===== src/bp_pkg.sv =====
`default_nettype none

package bp_pkg;

	// Instruction address width
	localparam int pc_width = 32;

	// 2-bit saturating direction counters
	localparam int counter_width = 2;
	localparam logic [counter_width-1:0] counter_init = 2'd1;
	localparam logic [counter_width-1:0] counter_max = 2'd3;
	localparam logic [counter_width-1:0] counter_weak_nt = 2'd1;
	localparam logic [counter_width-1:0] counter_weak_t = 2'd2;

	// Global history predictor, one shared history register
	localparam int ghp_hr_width = 6;
	localparam int ghp_index_width = 6;
	localparam int ghp_hist_addr_width = 0;

	// Local history predictor, 16 history registers
	localparam int lhp_hr_width = 4;
	localparam int lhp_index_width = 5;
	localparam int lhp_hist_addr_width = 4;

	localparam int chooser_index_width = 5;

	// 8-entry return stack
	localparam int ras_addr_width = 3;

endpackage

`default_nettype wire

===== src/bp_update_if.sv =====
`timescale 1ns/1ps
`default_nettype none

interface bp_update_if;

	logic [bp_pkg::pc_width-1:0] lookup_pc;
	logic update_en;
	logic [bp_pkg::pc_width-1:0] update_pc;
	logic update_taken;
	// Counter selected by lookup_pc
	logic [bp_pkg::counter_width-1:0] count;

	modport ctrl (
		output lookup_pc,
		output update_en,
		output update_pc,
		output update_taken,
		input count
	);

	modport pred (
		input lookup_pc,
		input update_en,
		input update_pc,
		input update_taken,
		output count
	);

endinterface

`default_nettype wire


===== src/branch_predictor.sv =====
`timescale 1ns/1ps
`default_nettype none

module branch_predictor (
	input wire clk,
	input wire rst_n,
	input wire stall,
	input wire [bp_pkg::pc_width-1:0] pc,
	input wire imme_sign,
	input wire resolve_valid,
	input wire [bp_pkg::pc_width-1:0] resolve_pc,
	input wire resolve_taken,
	input wire ras_push,
	input wire ras_pop,
	input wire [bp_pkg::pc_width-1:0] pc_add_4,
	output logic branch_prediction_result,
	output logic [bp_pkg::pc_width-1:0] jalr_prediction_result
);

	bp_update_if ghp_bus ();
	bp_update_if lhp_bus ();

	bp_ctrl ctrl_inst (
		.clk(clk),
		.rst_n(rst_n),
		.stall(stall),
		.pc(pc),
		.imme_sign(imme_sign),
		.resolve_valid(resolve_valid),
		.resolve_pc(resolve_pc),
		.resolve_taken(resolve_taken),
		.branch_prediction_result(branch_prediction_result),
		.ghp(ghp_bus.ctrl),
		.lhp(lhp_bus.ctrl)
	);

	// Global history
	history_predictor #(
		.hr_width(bp_pkg::ghp_hr_width),
		.index_width(bp_pkg::ghp_index_width),
		.hist_addr_width(bp_pkg::ghp_hist_addr_width)
	) ghp_inst (
		.clk(clk),
		.rst_n(rst_n),
		.bus(ghp_bus.pred)
	);

	// Per-branch local history
	history_predictor #(
		.hr_width(bp_pkg::lhp_hr_width),
		.index_width(bp_pkg::lhp_index_width),
		.hist_addr_width(bp_pkg::lhp_hist_addr_width)
	) lhp_inst (
		.clk(clk),
		.rst_n(rst_n),
		.bus(lhp_bus.pred)
	);

	return_stack ras_inst (
		.clk(clk),
		.rst_n(rst_n),
		.push(ras_push),
		.pop(ras_pop),
		.pc_add_4(pc_add_4),
		.jalr_prediction_result(jalr_prediction_result)
	);

endmodule

`default_nettype wire


===== src/return_stack.sv =====
`timescale 1ns/1ps
`default_nettype none

module return_stack (
	input wire clk,
	input wire rst_n,
	input wire push,
	input wire pop,
	input wire [bp_pkg::pc_width-1:0] pc_add_4,
	output logic [bp_pkg::pc_width-1:0] jalr_prediction_result
);

	localparam int depth = 1 << bp_pkg::ras_addr_width;

	logic [bp_pkg::pc_width-1:0] stack_q [depth];
	logic [bp_pkg::ras_addr_width-1:0] sp_q;
	logic [bp_pkg::ras_addr_width-1:0] sp_inc;
	logic [bp_pkg::ras_addr_width-1:0] sp_dec;

	// Pointer wraps, so the oldest entry is overwritten when full
	assign sp_inc = sp_q + 1'b1;
	assign sp_dec = sp_q - 1'b1;

	assign jalr_prediction_result = stack_q[sp_q];

	always_ff @(posedge clk or negedge rst_n) begin
		if (!rst_n) begin
			sp_q <= '0;
			for (int i = 0; i < depth; i++) begin
				stack_q[i] <= '0;
			end
		end else begin
			case ({push, pop})
				2'b10: begin
					stack_q[sp_inc] <= pc_add_4;
					sp_q <= sp_inc;
				end
				2'b01: begin
					sp_q <= sp_dec;
				end
				// Return then call in one cycle, top entry swapped
				2'b11: begin
					stack_q[sp_q] <= pc_add_4;
				end
				default: begin
					sp_q <= sp_q;
				end
			endcase
		end
	end

endmodule

`default_nettype wire


===== src/history_predictor.sv =====
`timescale 1ns/1ps
`default_nettype none

module history_predictor #(
	parameter int hr_width = 6,
	parameter int index_width = 6,
	parameter int hist_addr_width = 0
) (
	input wire clk,
	input wire rst_n,
	bp_update_if.pred bus
);

	localparam int hist_count = 1 << hist_addr_width;
	localparam int sel_width = (hist_addr_width > 0) ? hist_addr_width : 1;
	localparam int table_size = 1 << index_width;

	logic [hr_width-1:0] hist_q [hist_count];
	logic [bp_pkg::counter_width-1:0] counter_q [table_size];
	logic [sel_width-1:0] lookup_sel;
	logic [sel_width-1:0] update_sel;
	logic [index_width-1:0] lookup_hist;
	logic [index_width-1:0] update_hist;
	logic [index_width-1:0] lookup_index;
	logic [index_width-1:0] update_index;
	logic [bp_pkg::counter_width-1:0] update_count;
	logic [bp_pkg::counter_width-1:0] next_count;

	// History register select
	generate
		if (hist_addr_width == 0) begin : g_global
			assign lookup_sel = '0;
			assign update_sel = '0;
		end else begin : g_local
			assign lookup_sel = bus.lookup_pc[hist_addr_width+1:2];
			assign update_sel = bus.update_pc[hist_addr_width+1:2];
		end
	endgenerate

	assign lookup_hist = index_width'(hist_q[lookup_sel]);
	assign update_hist = index_width'(hist_q[update_sel]);

	// gshare style index, word address xor history
	assign lookup_index = bus.lookup_pc[index_width+1:2] ^ lookup_hist;
	assign update_index = bus.update_pc[index_width+1:2] ^ update_hist;

	assign bus.count = counter_q[lookup_index];

	assign update_count = counter_q[update_index];

	always_comb begin
		next_count = update_count;
		if (bus.update_taken) begin
			if (update_count != bp_pkg::counter_max) begin
				next_count = update_count + 1'b1;
			end
		end else if (update_count != '0) begin
			next_count = update_count - 1'b1;
		end
	end

	always_ff @(posedge clk or negedge rst_n) begin
		if (!rst_n) begin
			for (int i = 0; i < table_size; i++) begin
				counter_q[i] <= bp_pkg::counter_init;
			end
			for (int j = 0; j < hist_count; j++) begin
				hist_q[j] <= '0;
			end
		end else if (bus.update_en) begin
			counter_q[update_index] <= next_count;
			// Newest outcome enters at bit 0
			hist_q[update_sel] <= {hist_q[update_sel][hr_width-2:0], bus.update_taken};
		end
	end

endmodule

`default_nettype wire


===== src/bp_ctrl.sv =====
`timescale 1ns/1ps
`default_nettype none

module bp_ctrl (
	input wire clk,
	input wire rst_n,
	input wire stall,
	input wire [bp_pkg::pc_width-1:0] pc,
	input wire imme_sign,
	input wire resolve_valid,
	input wire [bp_pkg::pc_width-1:0] resolve_pc,
	input wire resolve_taken,
	output logic branch_prediction_result,
	bp_update_if.ctrl ghp,
	bp_update_if.ctrl lhp
);

	localparam int chooser_size = 1 << bp_pkg::chooser_index_width;
	localparam int cmsb = bp_pkg::counter_width - 1;

	logic [bp_pkg::counter_width-1:0] chooser_q [chooser_size];
	logic [bp_pkg::pc_width-1:0] lookup_pc;
	logic update_en;
	logic [bp_pkg::chooser_index_width-1:0] lookup_index;
	logic [bp_pkg::chooser_index_width-1:0] update_index;
	logic [bp_pkg::counter_width-1:0] chooser_count;
	logic [bp_pkg::counter_width-1:0] chooser_next;
	logic [bp_pkg::counter_width-1:0] chosen_count;
	logic ghp_pred;
	logic lhp_pred;
	logic chosen_weak;

	// A resolving branch borrows the lookup path to read its component predictions
	assign lookup_pc = resolve_valid ? resolve_pc : pc;
	assign update_en = resolve_valid && !stall;

	assign ghp.lookup_pc = lookup_pc;
	assign ghp.update_en = update_en;
	assign ghp.update_pc = resolve_pc;
	assign ghp.update_taken = resolve_taken;

	assign lhp.lookup_pc = lookup_pc;
	assign lhp.update_en = update_en;
	assign lhp.update_pc = resolve_pc;
	assign lhp.update_taken = resolve_taken;

	assign ghp_pred = ghp.count[cmsb];
	assign lhp_pred = lhp.count[cmsb];

	assign lookup_index = lookup_pc[bp_pkg::chooser_index_width+1:2];
	assign update_index = resolve_pc[bp_pkg::chooser_index_width+1:2];

	// Chooser msb set means trust the global predictor
	assign chosen_count = chooser_q[lookup_index][cmsb] ? ghp.count : lhp.count;
	assign chosen_weak = (chosen_count == bp_pkg::counter_weak_nt) ||
		(chosen_count == bp_pkg::counter_weak_t);

	// Weak counters fall back to backward taken
	assign branch_prediction_result = chosen_weak ? imme_sign : chosen_count[cmsb];

	assign chooser_count = chooser_q[update_index];

	always_comb begin
		chooser_next = chooser_count;
		if (ghp_pred == resolve_taken) begin
			if (chooser_count != bp_pkg::counter_max) begin
				chooser_next = chooser_count + 1'b1;
			end
		end else if (chooser_count != '0) begin
			chooser_next = chooser_count - 1'b1;
		end
	end

	always_ff @(posedge clk or negedge rst_n) begin
		if (!rst_n) begin
			for (int i = 0; i < chooser_size; i++) begin
				chooser_q[i] <= bp_pkg::counter_init;
			end
		end else if (update_en && (ghp_pred != lhp_pred)) begin
			// Train only when the two predictors disagree
			chooser_q[update_index] <= chooser_next;
		end
	end

endmodule

`default_nettype wire


===== config.mk =====
export PLATFORM = sky130hd
export DESIGN_NAME = branch_predictor
export DESIGN_NICKNAME = d
export VERILOG_FILES = /design/src/bp_pkg.sv /design/src/bp_update_if.sv /design/src/branch_predictor.sv /design/src/return_stack.sv /design/src/history_predictor.sv /design/src/bp_ctrl.sv
export SDC_FILE = /design/constraint.sdc
export NUM_CORES = 1
export LEC_CHECK = 0
export CORE_MARGIN = 1.5
export CORE_UTILIZATION = 30
export CTS_CLUSTER_DIAMETER = 150
export CTS_CLUSTER_SIZE = 8
export DETAILED_ROUTE_END_ITERATION = 10
export DONT_BUFFER_PORTS = 1
export PLACE_DENSITY_LB_ADDON = 0.15
export SLEW_MARGIN = 20
export SYNTH_ARGS = -nofsm -noshare
export SYNTH_HDL_FRONTEND = slang
export SYNTH_SLANG_ARGS = --single-unit

===== constraint.sdc =====
create_clock -name clk -period 13.2 [get_ports clk]
set_clock_uncertainty 0.15 [all_clocks]
set_input_delay 1.32 -clock clk [delete_from_list [all_inputs] [get_ports clk]]
set_output_delay 1.32 -clock clk [all_outputs]
set_load 0.02 [all_outputs]

==> results of run 1 <==
-- worst max-delay path, cell delays in order --
cell and delay, ps:
mux2_2 730, mux4_2 420, a22oi_4 130, a21oi_1 490, nand2b_2 610, mux2_1 390, o211ai_1 200, o211ai_2 170
nor2_4 650, maj3_1 320, o211ai_1 260
-- layout make-up --
type | count | area, µm²
repair buffers | 48 | 400.4
flip-flops and latches | 585 | 14810
fillers | 10050 | 66980
clock buffers | 140 | 2291
clock inverters | 8 | 150.1
inverters | 26 | 97.59
well taps | 1368 | 1712
multi-input cells | 1686 | 15450
-- state kept, by name, summed over array words and instances, names as in the netlist --
signal / flops
ghp_inst.counter_q: 128
ras_inst.stack_q: 256
lhp_inst.counter_q: 64
ghp_inst.hist_q: 6
ctrl_inst.chooser_q: 64
ras_inst.sp_q: 3
lhp_inst.hist_q: 64
-- per-layer routing --
metal  global-route usage  routed length (µm)  share of wire
met4              0.05456                2282          0.025
met1               0.2403               40940           0.44
met2               0.2899               44000           0.48
met3              0.03933                5306          0.057
met5                    0                   0              0
-- through the flow --
stage | cell area (µm²) | setup WS [ps] | power [W] | hold WS [ps] | cells
2_1_floorplan | 30820 | 6834 | 0.004767 | 310.3 | 2459
3_3_place_gp | 32400 | 5695 | 0.005494 | 331.1 | 3711
3_5_place_dp | 32430 | 5622 | 0.005601 | 336.2 | 3712
4_1_cts | 34870 | 5605 | 0.007687 | 265.8 | 3860
5_1_grt | 34910 | 5573 | 0.008031 | 267.6 | 3861
6_report | 34910 | 5993 | 0.007594 | 303.6 | 3861
-- where the power goes --
group	leakage [nW]	total [W]	switching [W]	internal, W
Clock	1.15	0.00203	0.000851	0.00118
Sequential	7.13	0.00295	0.000450	0.00250
Combinational	5.89	0.00261	0.00141	0.00120
Total	14.2	0.00759	0.00271	0.00488
-- final timing paths --
path,endpoint,slack (ps),from
worst min register to register,lhp_inst.counter_q[44],340,lhp_inst.counter_q[44]
worst max register to register,lhp_inst.counter_q[49],7940,lhp_inst.hist_q[9]
worst max-delay path,branch_prediction_result,5990,resolve_valid
worst min-delay path,ghp_inst.counter_q[59],300,rst_n
min in group clk,lhp_inst.counter_q[44],340,lhp_inst.counter_q[44]
max in group asynchronous,ras_inst.sp_q[0],10730,rst_n
-- synth_stat cells (all sizes together) (24+ instances only) --
master,n
a221oi,26
a22oi,24
a21oi,43
inv,25
o21ai,100
nor3,33
dfstp,128
nand3,46
nand2,264
buf,48
mux2,533
mux4,154
clkbuf,114
dfrtp,457
mux2i,83
nor2,162
-- kinds of logic (layout without fill, tap and decap cells) --
kind of cell / count (synthesis) / after routing
buffers and inverters: 188 / 222
and+or+nand+nor: 582 / 582
xor gates and xnor gates: 28 / 28
DFF: 585 / 585
adders and majority gates: 10 / 10
AOI/OAI and AO/OA: 296 / 296
muxes: 770 / 770
==> results.toml, run 1 <==
[setup_path]
critPathMaxFanout = 23
arrival_ps = 5740
critPathKind = "in -> out"
crit_required_ps = 11730
critPathLaunchType = "input port"
r2r_cells = 10
cp-end-kind = "output port"

[die]
io_pins = 137
placementRows = 117
die_x_um = 323.5
die_h_um = 323.5
start_util = 0.3025
fp.coreArea_um2 = 101900
die-area_um2 = 104700

[cts]
clk_pin_slew_ps = 60
cts_buffers = 83
cts_hold_buf = 0
cts_max_level = 3
clockRootBuffer = "clkbuf_16"
cts_max_path_buffers = 3
clkSinkCount = 585
post_cts_buffers = 0
post_cts_resized = 0
clkLatencyLatePin_ps = 670
cts_tree = "built"

[synthesis]
synth_cells = 2459
yosysSeqAreaShare = 0.4802
synth_edf_count = 0
muxShareOfSynthArea = 0.3362
synth_fp_nets = 2568
yosys.area_share.adder = 0.003654
synth-main-ff-cell = "dfrtp_1"
yosysUniqueCellTypes = 69
netlist_area_um2 = 30820
synth.area.top_cells = "dfrtp_1 37%, mux2_2 17%, mux4_2 11%, dfstp_2 11%, nand2_1 3.2%"
yosys.area_share.xor_xnor = 0.008931
async_reset_ff_frac = 1.000
synth_largest_area_cell = "dfrtp_1"
yosys.area_share.simple = 0.08262
yosysTopAreaCellShare = 0.3711
synth_top_family_by_area = "multiplexers"
syn_avg_cell_area_um2 = 12.53
ys_warn_count = 0
synth-seq-cells = 585
synth_compound_area_frac = 0.06297

[final_layout]
area_growth_pct = 13.28
final_common_cell = "mux2_2"
nets = 2539
final_cell_mix = "466 x mux2_2, 454 x dfrtp_1, 264 x nand2_1, 158 x nor2_1, 154 x mux4_2"
layout-drive-gt1-share = 0.3823
diodes = 0
utilization = 0.3426

[grt]
grtUsageTotal = 0.1796
grt_antenna_before_repair = 1
grt_pass1_vias = 22040
grt_overflow = 0
grt_max_degree = 586
grt_first_pass_wirelength_um = 142600

[power]
p_leak_nw = 14.18
powerDensity_nw_per_um2 = 217.5
ir_worst_vdd_mv = 0.1244

[place]
gp_congestion = 0.8778
portBuffers = 0
detailed_place_hpwl_um = 58040

[route]
dr_total_vias = 20640
wl_per_cell_um = 23.96
drt_iter0_drc = 1404
viasPerCell = 5.345
wirelength_um = 92520
drc_errors = 0
ant_nets = 0
first_pass_iters = 5

[timing]
period_share = 0.5460
worstMarginPinSlew_ps = 2307
setup_viol = 0
finalCriticalPeriod_ps = 7207
finalMaxSlewViolations = 310
slew_headroom = -0.5377
rsz0062_at_grt = "false"
setup-tns-final_ps = 0
hold_violations = 0
fmax_mhz = 138.8

[status]
violations = "max-slew violations"
status = "finished with violations"

[hold_path]
hp-class = "in -> async"

[flow_run]
cap_viol_max_count = 0
Note: power is estimated with default switching activity, not from simulation.
==> inputs of run 2 (changes only) <==
clock period = 5.9 ns   (was 13.2 ns; I/O delays follow)
==> run 2 against run 1 <==
  * The run now ends clean
  * Sequential share of layout area fell by 0.79 points
  * Worst hold slack got worse by 200 ps
  * Cell count is 1.5% higher
  * Clock-buffer cell count shrank 4
  * Register-to-register slack got worse by 6500 ps
  * First-iteration DRC count rose by 3.0%
  * Global-route usage about the same
  * Clock power increased by 130%
  * Largest power group unchanged
==> results.toml, run 2 (same netlist as run 1, synthesis figures left out) <==
[status]
status = "completed"

[die]
start_util = 0.3025
placementRows = 117
die_x_um = 323.5
die-area_um2 = 104700
die_h_um = 323.5
io_pins = 137
fp.coreArea_um2 = 101900

[timing]
worst_hold_slack_ps = 101.0
worstMarginPinSlew_ps = 1217
setup_viol = 0
period_share = 0.8683
hold_violations = 0
rsz0062_at_grt = "false"
setup-tns-final_ps = 0
fmax_mhz = 195.2
finalCriticalPeriod_ps = 5123
slew_headroom = 0.1887
finalMaxSlewViolations = 0

[route]
wl_per_cell_um = 23.80
drt_iter0_drc = 1446
ant_nets = 0
viasPerCell = 5.337
dr_total_vias = 20900
first_pass_iters = 5
drc_errors = 0
wirelength_um = 93220

[setup_path]
r2r_start = "lhp_inst.hist_q[1]"
r2r_end = "lhp_inst.counter_q[48]"
reg2reg_slack_ps = 1460
cp-end-kind = "output port"
crit_start = "ghp_inst.hist_q[0]"
crit_required_ps = 5160
critPathKind = "reg -> out"
critPathMaxFanout = 8
critPathLaunchType = "flop"
arrival_ps = 4380
r2r_cells = 13

[place]
gp_congestion = 0.8932
placedCellCount = 3734
detailed_place_hpwl_um = 60130
portBuffers = 0

[final_layout]
area_growth_pct = 15.44
utilization = 0.3492
nets = 2599
layout-drive-gt1-share = 0.3817
final_cell_mix = "466 x mux2_2, 454 x dfrtp_1, 264 x nand2_1, 159 x nor2_1, 154 x mux4_2"
final_common_cell = "mux2_2"
regMostFlops = "ras_inst.stack_q"
final_cell_count_no_fill = 3917
fillCellCount = 10030
largest_reg_flops = 256
diodes = 0
top_regs = "ras_inst.stack_q (256), ghp_inst.counter_q (128)"

[cts]
clkSinkCount = 585
cts_hold_buf = 34
post_cts_buffers = 0
post_cts_resized = 0
clkLatencyLatePin_ps = 690
clk_pin_slew_ps = 50
clockRootBuffer = "clkbuf_16"
cts_max_path_buffers = 3
cts_tree = "built"
cts_max_level = 3
cts_buffers = 83

[grt]
grt_antenna_before_repair = 4
grt_first_pass_wirelength_um = 142500
grtUsageTotal = 0.1798
grt_overflow = 0
grt_max_degree = 586
grt_pass1_vias = 21970

[hold_path]
hp-start = "resolve_pc[6]"
holdPathStages = 3
hp-class = "in -> reg"
hold_end = "lhp_inst.counter_q[52]"

[power]
p_leak_nw = 14.50
powerDensity_nw_per_um2 = 484.0
ir_worst_vdd_mv = 0.2547

[flow_run]
cap_viol_max_count = 0
run 2: changes by cell type in the layout (fill, tap and decap cells not counted), sizes merged:
cell / delta
dlygate4sd3: +35
buf: +25
clkbuf: -4
clkinv: +2
inv: -2
run 2: power by group:
part / total, W / switching [W] / internal [W]
Clock: 0.00458 / 0.00193 / 0.00265
Combinational: 0.00602 / 0.00325 / 0.00277
Sequential: 0.00661 / 0.00103 / 0.00559
run 2: worst max-delay path: stages (launching register included):
cell	delay (ps)
dfrtp_1	510
xnor2_2	850
buf_4	330
mux4_2	500
nor2b_1	140
a211oi_1	300
a21oi_1	130
a21oi_1	220
a21oi_1	160
o211ai_1	200
o211ai_1	180
buf_4	200
run 2: metal layers:
layer | vias to the layer above | track usage | wire [µm]
met3 | 144 | 0.04383 | 5877
met1 | 11020 | 0.2404 | 41350
li1 | 9172 | - | -
met4 | 8 | 0.05310 | 2263
met2 | 562 | 0.2879 | 43690
met5 | - | 0 | 42
run 2: cell type report:
cell class                      count  area [µm²]  area share
Clock buffer                      136        2276     0.06397
Clock inverter                      8       209.0    0.005873
Inverter                           26       97.59    0.002743
Multi-Input combinational cell   1686       15430      0.4338
Sequential cell                   585       14810      0.4162
Tap cell                         1368        1712     0.04811
Timing Repair Buffer              108        1041     0.02926
run 2: worst max-delay path by stage:
stage / endpoint / slack, ps / cells after the start
floorplan: branch_prediction_result / 990 / 13
global placement: branch_prediction_result / 800 / 13
detailed placement: branch_prediction_result / 770 / 13
CTS: branch_prediction_result / 700 / 11
global route: branch_prediction_result / 550 / 11
finish: branch_prediction_result / 780 / 11
run 2: stage by stage:
stage               setup slack [ps]  total power, W  cell area [µm²]
floorplan                      994.2         0.01066            30820
detailed placement             774.5         0.01260            32630
finish                         776.8         0.01722            35580
CTS                            698.3         0.01734            35460
global route                   553.2         0.01823            35580
global placement               801.3         0.01239            32630
